==> config.mk <==
export PLATFORM = sky130hd
export DESIGN_NAME = opn_top
export DESIGN_NICKNAME = d
export VERILOG_FILES = /design/src/design/opn_reg_pkg.sv /design/src/design/opn_snd_pkg.sv /design/src/design/opn_bus_port.sv /design/src/design/opn_clk_gen.sv /design/src/design/opn_mixer.sv /design/src/design/opn_timer.sv /design/src/design/opn_top.sv
export VERILOG_INCLUDE_DIRS = /design/src /design/src/design
export SDC_FILE = /design/constraint.sdc
export NUM_CORES = 1
export LEC_CHECK = 0
export ABC_AREA = 1
export ABC_CLOCK_PERIOD_IN_PS = 2700
export BUFFER_PORTS_ARGS = -buffer_cell sky130_fd_sc_hd__buf_2
export CORE_ASPECT_RATIO = 0.75
export CORE_MARGIN = 5
export CORE_UTILIZATION = 45
export CTS_CLUSTER_SIZE = 16
export DETAILED_ROUTE_END_ITERATION = 8
export GPL_ROUTABILITY_DRIVEN = 0
export PLACE_DENSITY_LB_ADDON = 0.15
export SLEW_MARGIN = 20
export SYNTH_ARGS = -nofsm -noshare
export SYNTH_HDL_FRONTEND = slang
export SYNTH_SLANG_ARGS = --single-unit
==> constraint.sdc <==
create_clock -name clk -period 2.7 [get_ports clk]
set_clock_uncertainty 0.2 [all_clocks]
set_input_delay 0 -clock clk [delete_from_list [all_inputs] [get_ports clk]]
set_output_delay 0 -clock clk [all_outputs]
set_load 0.01 [all_outputs]
==> src/design/opn_defines.svh <==
// ==============================
// OPN control core constants
// Register numbers, control bits,
// prescaler ratios, busy length
// ==============================
`ifndef OPN_DEFINES_SVH
`define OPN_DEFINES_SVH

// Register numbers
`define OPN_REG_TEST    8'h21
`define OPN_REG_TA_HI   8'h24   // Timer A bits 9..2
`define OPN_REG_TA_LO   8'h25   // Timer A bits 1..0
`define OPN_REG_TB      8'h26
`define OPN_REG_CTRL    8'h27

// Bit positions in register 0x27
`define OPN_CTL_LOAD_A  0
`define OPN_CTL_LOAD_B  1
`define OPN_CTL_EN_A    2
`define OPN_CTL_EN_B    3
`define OPN_CTL_CLR_A   4
`define OPN_CTL_CLR_B   5

`define OPN_TEST_FAST   2       // Bit in register 0x21

// Clock ratios
`define OPN_CEN_DIV     6       // clk per clk_en
`define OPN_SLOTS       24      // clk_en per sample
`define OPN_TB_DIV      16      // Timer A ticks per timer B tick
`define OPN_BUSY_CYCLES 32

`endif

==> src/design/opn_reg_pkg.sv <==
// ==============================
// OPN register port types
// Write strobes, timer control,
// status bits and timer values
// ==============================
package opn_reg_pkg;

    // One CPU bus cycle, decoded
    typedef struct packed {
        logic       addr_wr;    // Register number write
        logic       data_wr;    // Data write to latched register
        logic [7:0] data;
    } bus_wr_t;

    // Control for one timer
    typedef struct packed {
        logic load;     // Counter runs while high
        logic flag_en;  // Overflow may set the flag
        logic clr;      // One-cycle flag clear
    } timer_ctl_t;

    // Status as read back by the CPU
    typedef struct packed {
        logic flag_a;
        logic flag_b;
        logic busy;
    } status_t;

    // Timer A is 10 bits wide
    typedef logic [9:0] ta_value_t;

    // Timer B is 8 bits wide
    typedef logic [7:0] tb_value_t;

endpackage

==> src/design/opn_snd_pkg.sv <==
// ==============================
// OPN sound side types
// Samples and prescaler ticks
// ==============================
package opn_snd_pkg;

    typedef logic signed [15:0] sample_t;

    typedef struct packed {
        sample_t left;
        sample_t right;
    } stereo_t;

    typedef logic [9:0] psg_t;  // Unsigned PSG level

    // Prescaler outputs, one clk wide each
    typedef struct packed {
        logic clk_en;   // One clk in six
        logic zero;     // Sample strobe
        logic tick_a;   // Timer A count
        logic tick_b;   // Timer B count
    } tick_t;

endpackage

==> src/design/opn_bus_port.sv <==
// ==============================
// OPN CPU bus port
// Address latch, register decode,
// busy counter, status and irq_n
// ==============================
`timescale 1ns/1ns
`include "opn_defines.svh"

module opn_bus_port import opn_reg_pkg::*; (
    input  logic       clk,
    input  logic       rst_n,
    input  logic       cs_n,
    input  logic       wr_n,
    input  logic [1:0] addr,
    input  logic [7:0] din,
    input  logic       flag_a,
    input  logic       flag_b,
    output logic [7:0] dout,
    output logic       irq_n,
    output ta_value_t  ta_value,
    output tb_value_t  tb_value,
    output timer_ctl_t ta_ctl,
    output timer_ctl_t tb_ctl,
    output logic       fast_timers
);

    localparam int BUSY_W = $clog2(`OPN_BUSY_CYCLES);

    bus_wr_t           wr;
    status_t           status;
    logic [7:0]        reg_sel;     // Latched register number
    logic              busy;
    logic [BUSY_W-1:0] busy_cnt;

    // addr[1] selects the part-II bank on the full chip, ignored here
    assign wr = '{
        addr_wr: !cs_n && !wr_n && !addr[0],
        data_wr: !cs_n && !wr_n &&  addr[0],
        data:    din
    };

    assign status = '{flag_a: flag_a, flag_b: flag_b, busy: busy};

    always_ff @(posedge clk or negedge rst_n) begin
        if (!rst_n) begin
            reg_sel     <= '0;
            ta_value    <= '0;
            tb_value    <= '0;
            ta_ctl      <= '0;
            tb_ctl      <= '0;
            fast_timers <= 1'b0;
        end else begin
            ta_ctl.clr <= 1'b0;     // Clears last a single cycle
            tb_ctl.clr <= 1'b0;
            if (wr.addr_wr)
                reg_sel <= wr.data;
            if (wr.data_wr) begin
                case (reg_sel)
                    `OPN_REG_TEST:  fast_timers    <= wr.data[`OPN_TEST_FAST];
                    `OPN_REG_TA_HI: ta_value[9:2] <= wr.data;
                    `OPN_REG_TA_LO: ta_value[1:0] <= wr.data[1:0];
                    `OPN_REG_TB:    tb_value      <= wr.data;
                    `OPN_REG_CTRL: begin
                        ta_ctl.load    <= wr.data[`OPN_CTL_LOAD_A];
                        tb_ctl.load    <= wr.data[`OPN_CTL_LOAD_B];
                        ta_ctl.flag_en <= wr.data[`OPN_CTL_EN_A];
                        tb_ctl.flag_en <= wr.data[`OPN_CTL_EN_B];
                        ta_ctl.clr     <= wr.data[`OPN_CTL_CLR_A];
                        tb_ctl.clr     <= wr.data[`OPN_CTL_CLR_B];
                    end
                    default: ;      // Unknown register, write dropped
                endcase
            end
        end
    end

    // Busy holds for 32 clk after each data write
    always_ff @(posedge clk or negedge rst_n) begin
        if (!rst_n) begin
            busy     <= 1'b0;
            busy_cnt <= '0;
        end else if (wr.data_wr) begin
            busy     <= 1'b1;
            busy_cnt <= BUSY_W'(`OPN_BUSY_CYCLES - 1);
        end else if (busy) begin
            if (busy_cnt == '0)
                busy <= 1'b0;
            else
                busy_cnt <= busy_cnt - 1'b1;
        end
    end

    // Status byte and interrupt, registered together
    always_ff @(posedge clk or negedge rst_n) begin
        if (!rst_n) begin
            dout  <= 8'h00;
            irq_n <= 1'b1;
        end else begin
            dout  <= {status.busy, 5'b00000, status.flag_b, status.flag_a};
            irq_n <= ~(status.flag_a | status.flag_b);
        end
    end

endmodule

==> src/design/opn_clk_gen.sv <==
// ==============================
// OPN prescaler
// Makes clk_en, the sample strobe
// and the two timer ticks
// ==============================
`timescale 1ns/1ns
`include "opn_defines.svh"

module opn_clk_gen import opn_snd_pkg::*; (
    input  logic  clk,
    input  logic  rst_n,
    input  logic  fast_timers,
    output tick_t tick
);

    localparam int CEN_W  = $clog2(`OPN_CEN_DIV);
    localparam int SLOT_W = $clog2(`OPN_SLOTS);
    localparam int TB_W   = $clog2(`OPN_TB_DIV);

    logic [CEN_W-1:0]  cen_cnt;
    logic [SLOT_W-1:0] slot_cnt;
    logic [TB_W-1:0]   tb_cnt;
    logic              cen_nxt;
    logic              zero_nxt;
    logic              ta_nxt;
    logic              tb_nxt;

    assign cen_nxt  = (cen_cnt == CEN_W'(`OPN_CEN_DIV - 1));
    assign zero_nxt = cen_nxt && (slot_cnt == SLOT_W'(`OPN_SLOTS - 1));
    assign ta_nxt   = fast_timers | zero_nxt;   // Test mode counts every clk
    assign tb_nxt   = ta_nxt && (tb_cnt == TB_W'(`OPN_TB_DIV - 1));

    always_ff @(posedge clk or negedge rst_n) begin
        if (!rst_n) begin
            cen_cnt  <= '0;
            slot_cnt <= '0;
            tb_cnt   <= '0;
            tick     <= '0;
        end else begin
            cen_cnt <= cen_nxt ? '0 : cen_cnt + 1'b1;
            if (cen_nxt)
                slot_cnt <= zero_nxt ? '0 : slot_cnt + 1'b1;
            if (ta_nxt)
                tb_cnt <= tb_cnt + 1'b1;    // Wraps at 16
            tick <= '{clk_en: cen_nxt, zero: zero_nxt, tick_a: ta_nxt, tick_b: tb_nxt};
        end
    end

endmodule

==> src/design/opn_mixer.sv <==
// ==============================
// OPN output mixer
// Gated FM plus shifted PSG level,
// registered on the sample strobe
// ==============================
`timescale 1ns/1ns

module opn_mixer import opn_snd_pkg::*; (
    input  logic       clk,
    input  logic       rst_n,
    input  logic       zero,
    input  logic [3:0] snd_enable,  // Bits 1 and 2 gate ADPCM on the full chip
    input  stereo_t    fm_snd,
    input  psg_t       psg_snd,
    output stereo_t    snd,
    output logic       snd_sample
);

    stereo_t fm_gated;
    sample_t psg_ext;
    stereo_t mix;

    assign fm_gated = snd_enable[0] ? fm_snd : '0;

    // PSG sits four bits up, always positive
    assign psg_ext = snd_enable[3] ? {2'b00, psg_snd, 4'h0} : '0;

    // 16-bit sums, overflow wraps
    assign mix.left  = fm_gated.left  + psg_ext;
    assign mix.right = fm_gated.right + psg_ext;

    always_ff @(posedge clk or negedge rst_n) begin
        if (!rst_n) begin
            snd        <= '0;
            snd_sample <= 1'b0;
        end else begin
            if (zero)
                snd <= mix;
            snd_sample <= zero;     // High while the new sample is on snd
        end
    end

endmodule

==> src/design/opn_timer.sv <==
// ==============================
// OPN timer
// Loadable up-counter with an
// overflow flag, width set by type
// ==============================
`timescale 1ns/1ns

module opn_timer import opn_reg_pkg::*; #(
    parameter type cnt_t = logic [7:0]
) (
    input  logic       clk,
    input  logic       rst_n,
    input  logic       tick,
    input  cnt_t       value,
    input  timer_ctl_t ctl,
    output logic       flag
);

    cnt_t cnt;
    logic load_d;
    logic load_rise;
    logic overflow;

    assign load_rise = ctl.load & ~load_d;
    assign overflow  = ctl.load && !load_rise && tick && (cnt == '1);

    always_ff @(posedge clk or negedge rst_n) begin
        if (!rst_n) begin
            cnt    <= '0;
            load_d <= 1'b0;
        end else begin
            load_d <= ctl.load;
            if (load_rise)
                cnt <= value;               // Start from the programmed value
            else if (ctl.load && tick)
                cnt <= overflow ? value : cnt_t'(cnt + 1'b1);
        end
    end

    // Clear has priority over a new overflow
    always_ff @(posedge clk or negedge rst_n) begin
        if (!rst_n)
            flag <= 1'b0;
        else if (ctl.clr)
            flag <= 1'b0;
        else if (overflow && ctl.flag_en)
            flag <= 1'b1;
    end

endmodule

==> src/design/opn_top.sv <==
// ==============================
// OPN control core top level
// Bus port, prescaler, timers A
// and B, and the output mixer
// ==============================
`timescale 1ns/1ns

module opn_top
    import opn_reg_pkg::*;
    import opn_snd_pkg::*;
(
    input  logic       clk,
    input  logic       rst_n,
    // CPU bus
    input  logic       cs_n,
    input  logic       wr_n,
    input  logic [1:0] addr,
    input  logic [7:0] din,
    output logic [7:0] dout,
    output logic       irq_n,
    // Sound
    input  logic [3:0] snd_enable,
    input  stereo_t    fm_snd,      // From an external FM engine
    input  psg_t       psg_snd,
    output stereo_t    snd,
    output logic       snd_sample
);

    tick_t      tick;
    timer_ctl_t ta_ctl;
    timer_ctl_t tb_ctl;
    ta_value_t  ta_value;
    tb_value_t  tb_value;
    logic       flag_a;
    logic       flag_b;
    logic       fast_timers;

    opn_bus_port u_bus_port (
        .clk         ( clk         ),
        .rst_n       ( rst_n       ),
        .cs_n        ( cs_n        ),
        .wr_n        ( wr_n        ),
        .addr        ( addr        ),
        .din         ( din         ),
        .flag_a      ( flag_a      ),
        .flag_b      ( flag_b      ),
        .dout        ( dout        ),
        .irq_n       ( irq_n       ),
        .ta_value    ( ta_value    ),
        .tb_value    ( tb_value    ),
        .ta_ctl      ( ta_ctl      ),
        .tb_ctl      ( tb_ctl      ),
        .fast_timers ( fast_timers )
    );

    opn_clk_gen u_clk_gen (
        .clk         ( clk         ),
        .rst_n       ( rst_n       ),
        .fast_timers ( fast_timers ),
        .tick        ( tick        )
    );

    opn_timer #(.cnt_t(ta_value_t)) u_timer_a (
        .clk   ( clk         ),
        .rst_n ( rst_n       ),
        .tick  ( tick.tick_a ),
        .value ( ta_value    ),
        .ctl   ( ta_ctl      ),
        .flag  ( flag_a      )
    );

    opn_timer #(.cnt_t(tb_value_t)) u_timer_b (
        .clk   ( clk         ),
        .rst_n ( rst_n       ),
        .tick  ( tick.tick_b ),
        .value ( tb_value    ),
        .ctl   ( tb_ctl      ),
        .flag  ( flag_b      )
    );

    opn_mixer u_mixer (
        .clk        ( clk        ),
        .rst_n      ( rst_n      ),
        .zero       ( tick.zero  ),
        .snd_enable ( snd_enable ),
        .fm_snd     ( fm_snd     ),
        .psg_snd    ( psg_snd    ),
        .snd        ( snd        ),
        .snd_sample ( snd_sample )
    );

endmodule
Yosys cells after proc, flatten, opt, wreduce, memory -nomap -nowiden:

Index checks and enable logic that the tools add are counted.

* output and inout port bits: 42
* register bits: 113
* input port bits: 60

* equality and inequality tests: 11
* bitwise gates (word level): 7
* muxes and demuxes: 24
* reductions and logical operators: 32
* add/sub/neg operators: 8

Operators with widths (count)
* equality test 8 x 6 -> 1 bit, second input constant: 5
* adder 16 bit: 2
* two-way mux 32 bit: 1
* two-way mux 10 bit: 3
* two-way mux 8 bit: 3
* two-way mux 5 bit: 4
* logical AND 1 bit: 15
* two-way mux 14 bit: 1
* AND reduction 2 bit: 6
* two-way mux 1 bit: 11
* adder 10 x 1 -> 10 bit, second input constant: 1
* equality test 10 bit, second input constant: 1
* nonzero test 2 bit: 5
* adder 8 x 1 -> 8 bit, second input constant: 1
* equality test 8 bit, second input constant: 1
* adder 5 x 1 -> 5 bit, second input constant: 1
* equality test 5 bit, second input constant: 1
* zero test 1 bit: 5
* zero test 5 bit: 1
* subtractor 5 x 1 -> 5 bit, second input constant: 1
* adder 4 x 1 -> 4 bit, second input constant: 1
* equality test 4 bit, second input constant: 1
* adder 3 x 1 -> 3 bit, second input constant: 1
* equality test 3 bit, second input constant: 1
* 5 further kinds: 9

Depth between registers and ports, before layout:

* word-level depth: 9
* mapped depth: 17

By module:

Synthesis repeated with hierarchy kept, for this count alone.

* cells, all modules: 928
* area total of the unflattened synthesis: 6832.8 sq um

Modules (own cells, without submodules)
* opn_mixer: cells an instance 402, times used 1, area an instance 2623.8 sq um
* opn_bus_port: cells an instance 218, times used 1, area an instance 1918.1 sq um
* opn_timer (u_timer_a): cells an instance 135, times used 1, area an instance 899.6 sq um
* opn_clk_gen: cells an instance 76, times used 1, area an instance 704.4 sq um
* opn_timer (u_timer_b): cells an instance 97, times used 1, area an instance 686.9 sq um

Least setup slack after synthesis:

OpenSTA, ideal clock, no wires.

* path type: input port to flip-flop
* from: input snd_enable[0]
* to: register u_mixer.snd[28] (netlist name)
* required time: 2.418 ns
* cell stages on the path: 14
* path slack: 0.631 ns
* library setup time: 0.082 ns
* data arrival time: 1.787 ns
* path through: buf_2 -> buf_1 -> nand2_1 -> inv_1 -> ha_1 -> inv_1 -> fa_1 -> inv_1 -> a21oi_1 -> o21ai_1 -> nand3_1 -> nand2_1 -> nand2_1 -> a31oi_1

* word-level cells in the longest chain between the ends: 2

Ends and longest elaborated chain
* start, declared: RTL line opn_top.sv:22 `input logic [3:0] snd_enable,`
* two-way mux 32 bit: RTL line opn_mixer.sv:23 `assign fm_gated = snd_enable[0] ? fm_snd : '0;`
* adder 16 bit: RTL line opn_mixer.sv:29 `assign mix.left = fm_gated.left + psg_ext;`

No other way between the ends.
A chain may end at the register's enable or synchronous reset.

Worst setup path after layout:

* from: input fm_snd[9] (netlist name)
* to: register u_mixer.snd[15] (netlist name)

* word-level cells in the longest chain between the ends: 2

Ends and longest elaborated chain
* start, declared: RTL line opn_top.sv:23 `input stereo_t fm_snd,`
* two-way mux 32 bit: RTL line opn_mixer.sv:23
* adder 16 bit: RTL line opn_mixer.sv:30 `assign mix.right = fm_gated.right + psg_ext;`

No other way between the ends.

==> reports/qor.json <==
{
  "timing.setup.tns_ns": 0,
  "design.final.nets": 1049,
  "synth_cells": 805,
  "total_power_w": 0.00505,
  "wl_per_cell_um": 13.7,
  "post-route-cell-area_um2": 8070,
  "chipWidth_um": 145,
  "worst_ep_required_time_ns": 2.80,
  "post_cts.resized_instances": 0,
  "filler_cell_count": 1209,
  "globalRouteTotalUtil_pct": 19.8,
  "placement.io_buffers": 93,
  "cellLeakagePower_nw": 4.20,
  "start_kind": "input pin",
  "ys.warnings.count": 0,
  "crit_arrival_ns": 2.55,
  "critPathMaxFanout": 3,
  "detailed_place.area_um2": 6830,
  "initial_core_util_pct": 45.4,
  "postCtsSetupBuffers": 0,
  "report.final.slew_viol_count": 0,
  "synth_seq_area_share_pct": 45.8,
  "cts-root-to-sink-buffers": 2,
  "tritoncts_num_sinks": 113,
  "tritoncts.num_buffers": 17,
  "drt-initial-drc-count": 395,
  "worst_setup_hold_path_clk_slew_ns": 0.06,
  "placement_rows": 37,
  "routed_wirelength_mm": 15.8,
  "number_of_global_route_vias_before_repair": 5436,
  "max_slew.worst_pin.slew_ns": 0.823,
  "setup.reg_to_reg.worst_slack_ns": 0.64,
  "dp_hpwl_mm": 11.0,
  "setup_repair_after_global_routing_missed_its_margin": "no",
  "drtAntennaViolNets": 0,
  "avgViaCountPerCell": 4.85,
  "power.density_cell_area_nw_per_um2": 625,
  "hold_path.class": "in -> reg",
  "number_of_antenna_violations_at_the_first_check_in_global_routing": 0,
  "cts_tree": "built",
  "detail_route.drc_violations": 0,
  "die_area_um2": 16200,
  "drv_cap": 0,
  "post_synth.cell_area_avg_um2": 7.68,
  "routed-via-count": 5593,
  "grt_first_pass_wirelength_mm": 26.6,
  "drive_gt1_share_pct": 16.1,
  "grt_start_max_net_pins": 41,
  "achievable-frequency_mhz": 409,
  "syn-cell-area_um2": 6180,
  "die_h_um": 111,
  "layoutNonFillerInstCount": 1153,
  "synthToLayoutAreaGrowth_pct": 30.6,
  "worst-setup-path-type": "in -> reg",
  "outcome": "finished, final reports clean",
  "numPlacedInstances": 1062,
  "final_core_util_pct": 59.3,
  "io_pins": 102,
  "floorplan.core_area_um2": 13600,
  "globalRoute.totalOverflow": 0,
  "insertedDiodeCount": 0,
  "clock_latency_at_the_later_pin_of_the_worst_skew_pair_ns": 0.40,
  "distinct_cell_type_count_of_the_synthesized_netlist": 42,
  "setup_viol": 0,
  "final_min_period_over_clock_period_pct": 90.6,
  "htree_levels": 4,
  "synth_seq_cells": 113,
  "fin_crit_ns": 2.45,
  "finalHoldViolCount": 0,
  "timing.slew.headroom_pct": 45.1,
  "holdBufCountCts": 59,
  "ir_worst_vdd_uv": 481,
  "timing.critical_path.to_type": "register",
  "clk_root_buffer_cell": "sky130_fd_sc_hd__clkbuf_16",
  "detailedRoute.firstPassIterationCount": 5
}
[power breakdown]
part           switching (W)  internal (W)
Clock               0.000860       0.00157
Combinational       0.000388      0.000291
Sequential          0.000104       0.00183
Total                0.00135       0.00370
[registers in the layout, indices dropped and copies added, names as in the netlist, 4 cells and up]
signal and cells:
u_clk_gen.tb_cnt 4, u_bus_port.tb_value 8, u_timer_b.cnt 8, u_mixer.snd 32, u_timer_a.cnt 10, u_bus_port.busy_cnt 5
u_bus_port.reg_sel 8, u_bus_port.ta_value 10, u_clk_gen.slot_cnt 5
[Yosys cell counts]
| cell type | instances | area [um^2] |
|---|---|---|
| sky130_fd_sc_hd__a31oi_1 | 11 | 68.8 |
| sky130_fd_sc_hd__nand3b_1 | 1 | 7.51 |
| sky130_fd_sc_hd__nand2_1 | 233 | 875 |
| sky130_fd_sc_hd__o21ai_2 | 2 | 17.5 |
| sky130_fd_sc_hd__nand2_2 | 8 | 50.1 |
| sky130_fd_sc_hd__o211ai_2 | 2 | 25.0 |
| sky130_fd_sc_hd__buf_6 | 1 | 11.3 |
| sky130_fd_sc_hd__inv_2 | 3 | 11.3 |
| sky130_fd_sc_hd__dfstp_2 | 1 | 26.3 |
| sky130_fd_sc_hd__conb_1 | 1 | 3.75 |
| sky130_fd_sc_hd__o21ai_0 | 66 | 330 |
| sky130_fd_sc_hd__clkbuf_1 | 9 | 33.8 |
| sky130_fd_sc_hd__a22oi_1 | 2 | 15.0 |
| sky130_fd_sc_hd__o31ai_1 | 1 | 7.51 |
| sky130_fd_sc_hd__buf_4 | 6 | 45.0 |
| sky130_fd_sc_hd__fa_1 | 2 | 40.0 |
| sky130_fd_sc_hd__nor3_2 | 1 | 10.0 |
| sky130_fd_sc_hd__o22ai_1 | 6 | 37.5 |
| sky130_fd_sc_hd__xor2_1 | 17 | 149 |
| sky130_fd_sc_hd__nor4_1 | 3 | 18.8 |
| sky130_fd_sc_hd__or2_2 | 3 | 18.8 |
| sky130_fd_sc_hd__dfrtp_1 | 112 | 2800 |
| sky130_fd_sc_hd__mux2_2 | 1 | 11.3 |
| sky130_fd_sc_hd__o21bai_1 | 3 | 22.5 |
| sky130_fd_sc_hd__a21boi_0 | 1 | 7.51 |
| sky130_fd_sc_hd__inv_1 | 108 | 405 |
| sky130_fd_sc_hd__nor2_1 | 76 | 285 |
| sky130_fd_sc_hd__o211ai_1 | 1 | 7.51 |
| sky130_fd_sc_hd__ha_1 | 22 | 275 |
| sky130_fd_sc_hd__nand2_4 | 1 | 11.3 |
| sky130_fd_sc_hd__nor2_4 | 2 | 22.5 |
| sky130_fd_sc_hd__nor3_1 | 9 | 45.0 |
| sky130_fd_sc_hd__nand4_1 | 13 | 81.3 |
| sky130_fd_sc_hd__buf_2 | 2 | 10.0 |
| sky130_fd_sc_hd__xnor2_1 | 1 | 8.76 |
| sky130_fd_sc_hd__a211oi_1 | 1 | 7.51 |
| sky130_fd_sc_hd__nor3_4 | 1 | 16.3 |
| sky130_fd_sc_hd__a21oi_1 | 13 | 65.1 |
| sky130_fd_sc_hd__nand3_1 | 51 | 255 |
| sky130_fd_sc_hd__buf_1 | 3 | 11.3 |
| sky130_fd_sc_hd__a21o_1 | 1 | 7.51 |
| sky130_fd_sc_hd__o21ai_1 | 4 | 20.0 |
[cell families (layout without fill, tap and decap cells)]
family                   Yosys count  after routing  share of synthesized area, %
AO/OA/AOI/OAI                    114            114                          10.3
XOR/XNOR                          18             18                          2.55
adder cells (fa/ha/maj)           24             24                          5.10
buffers and inverters            132            301                          8.54
flip-flops                       113            113                          45.8
multiplexers                       1              1                         0.182
other                              1              5                        0.0607
AND/OR/NAND/NOR                  402            402                          27.4
[cell type report]
class	count	area, um^2	area share [%]
multi-input cells	564	2840	35.2
flip-flops and latches	113	2830	35.0
repair buffers	158	1130	13.9
clock buffers	17	425	5.27
inverters	111	417	5.16
well taps	175	219	2.71
clock inverters	15	218	2.70
[final timing paths]
check / depth (start not counted) / startpoint / to
min in group asynchronous: 3 / rst_n / u_bus_port.irq_n
worst min-delay path: 6 / fm_snd[7] / u_mixer.snd[7]
max in group asynchronous: 4 / rst_n / u_bus_port.ta_value[6]
worst min register to register: 1 / u_bus_port.tb_ctl[0] / u_timer_b.flag
worst max-delay path: 13 / fm_snd[9] / u_mixer.snd[15]
worst max register to register: 12 / u_timer_a.cnt[0] / u_timer_a.cnt[9]
[metal layers]
layer | vias up | wire length (um) | GRT usage, %
met4 | 0 | 218 | 5.84
met1 | 2545 | 8220 | 30.0
met2 | 124 | 6600 | 28.5
li1 | 2900 | - | -
met5 | - | 0 | 0
met3 | 24 | 784 | 4.35
[worst max-delay path, cell delays in order]
cell,delay (ns)
sky130_fd_sc_hd__dlygate4sd3_1,0.53
sky130_fd_sc_hd__buf_2,0.10
sky130_fd_sc_hd__nand2_1,0.06
sky130_fd_sc_hd__nand2_1,0.10
sky130_fd_sc_hd__dlygate4sd3_1,0.56
sky130_fd_sc_hd__nand2_1,0.09
sky130_fd_sc_hd__nor2_1,0.14
sky130_fd_sc_hd__nand4_1,0.14
sky130_fd_sc_hd__nand3_1,0.11
sky130_fd_sc_hd__nand2_1,0.05
sky130_fd_sc_hd__nand3_1,0.05
sky130_fd_sc_hd__dlygate4sd3_1,0.55
sky130_fd_sc_hd__nand2_1,0.05
[cell usage in the layout (no fill, tap or decap), drive strengths merged, types with 5 or more instances in the layout]
cell type,Yosys,final
conb,1,5
nor2,78,78
nand3,51,51
nand4,13,13
a21oi,13,13
xor2,17,17
clkbuf,9,17
inv,111,119
o21ai,72,72
ha,22,22
o22ai,6,6
nor3,11,11
dlygate4sd3,0,58
buf,12,100
dfrtp,112,112
a31oi,11,11
nand2,242,242
[through the flow]
step                      setup WS (ns)  hold slack (ns)
final                             0.253           0.0120
after detailed placement          0.462           -0.165
after CTS                         0.316          0.00806
after global routing             0.0631           0.0814
after global placement            0.501           -0.163
after floorplan                   0.631           -0.496
Power figures use the tool's default switching activity.
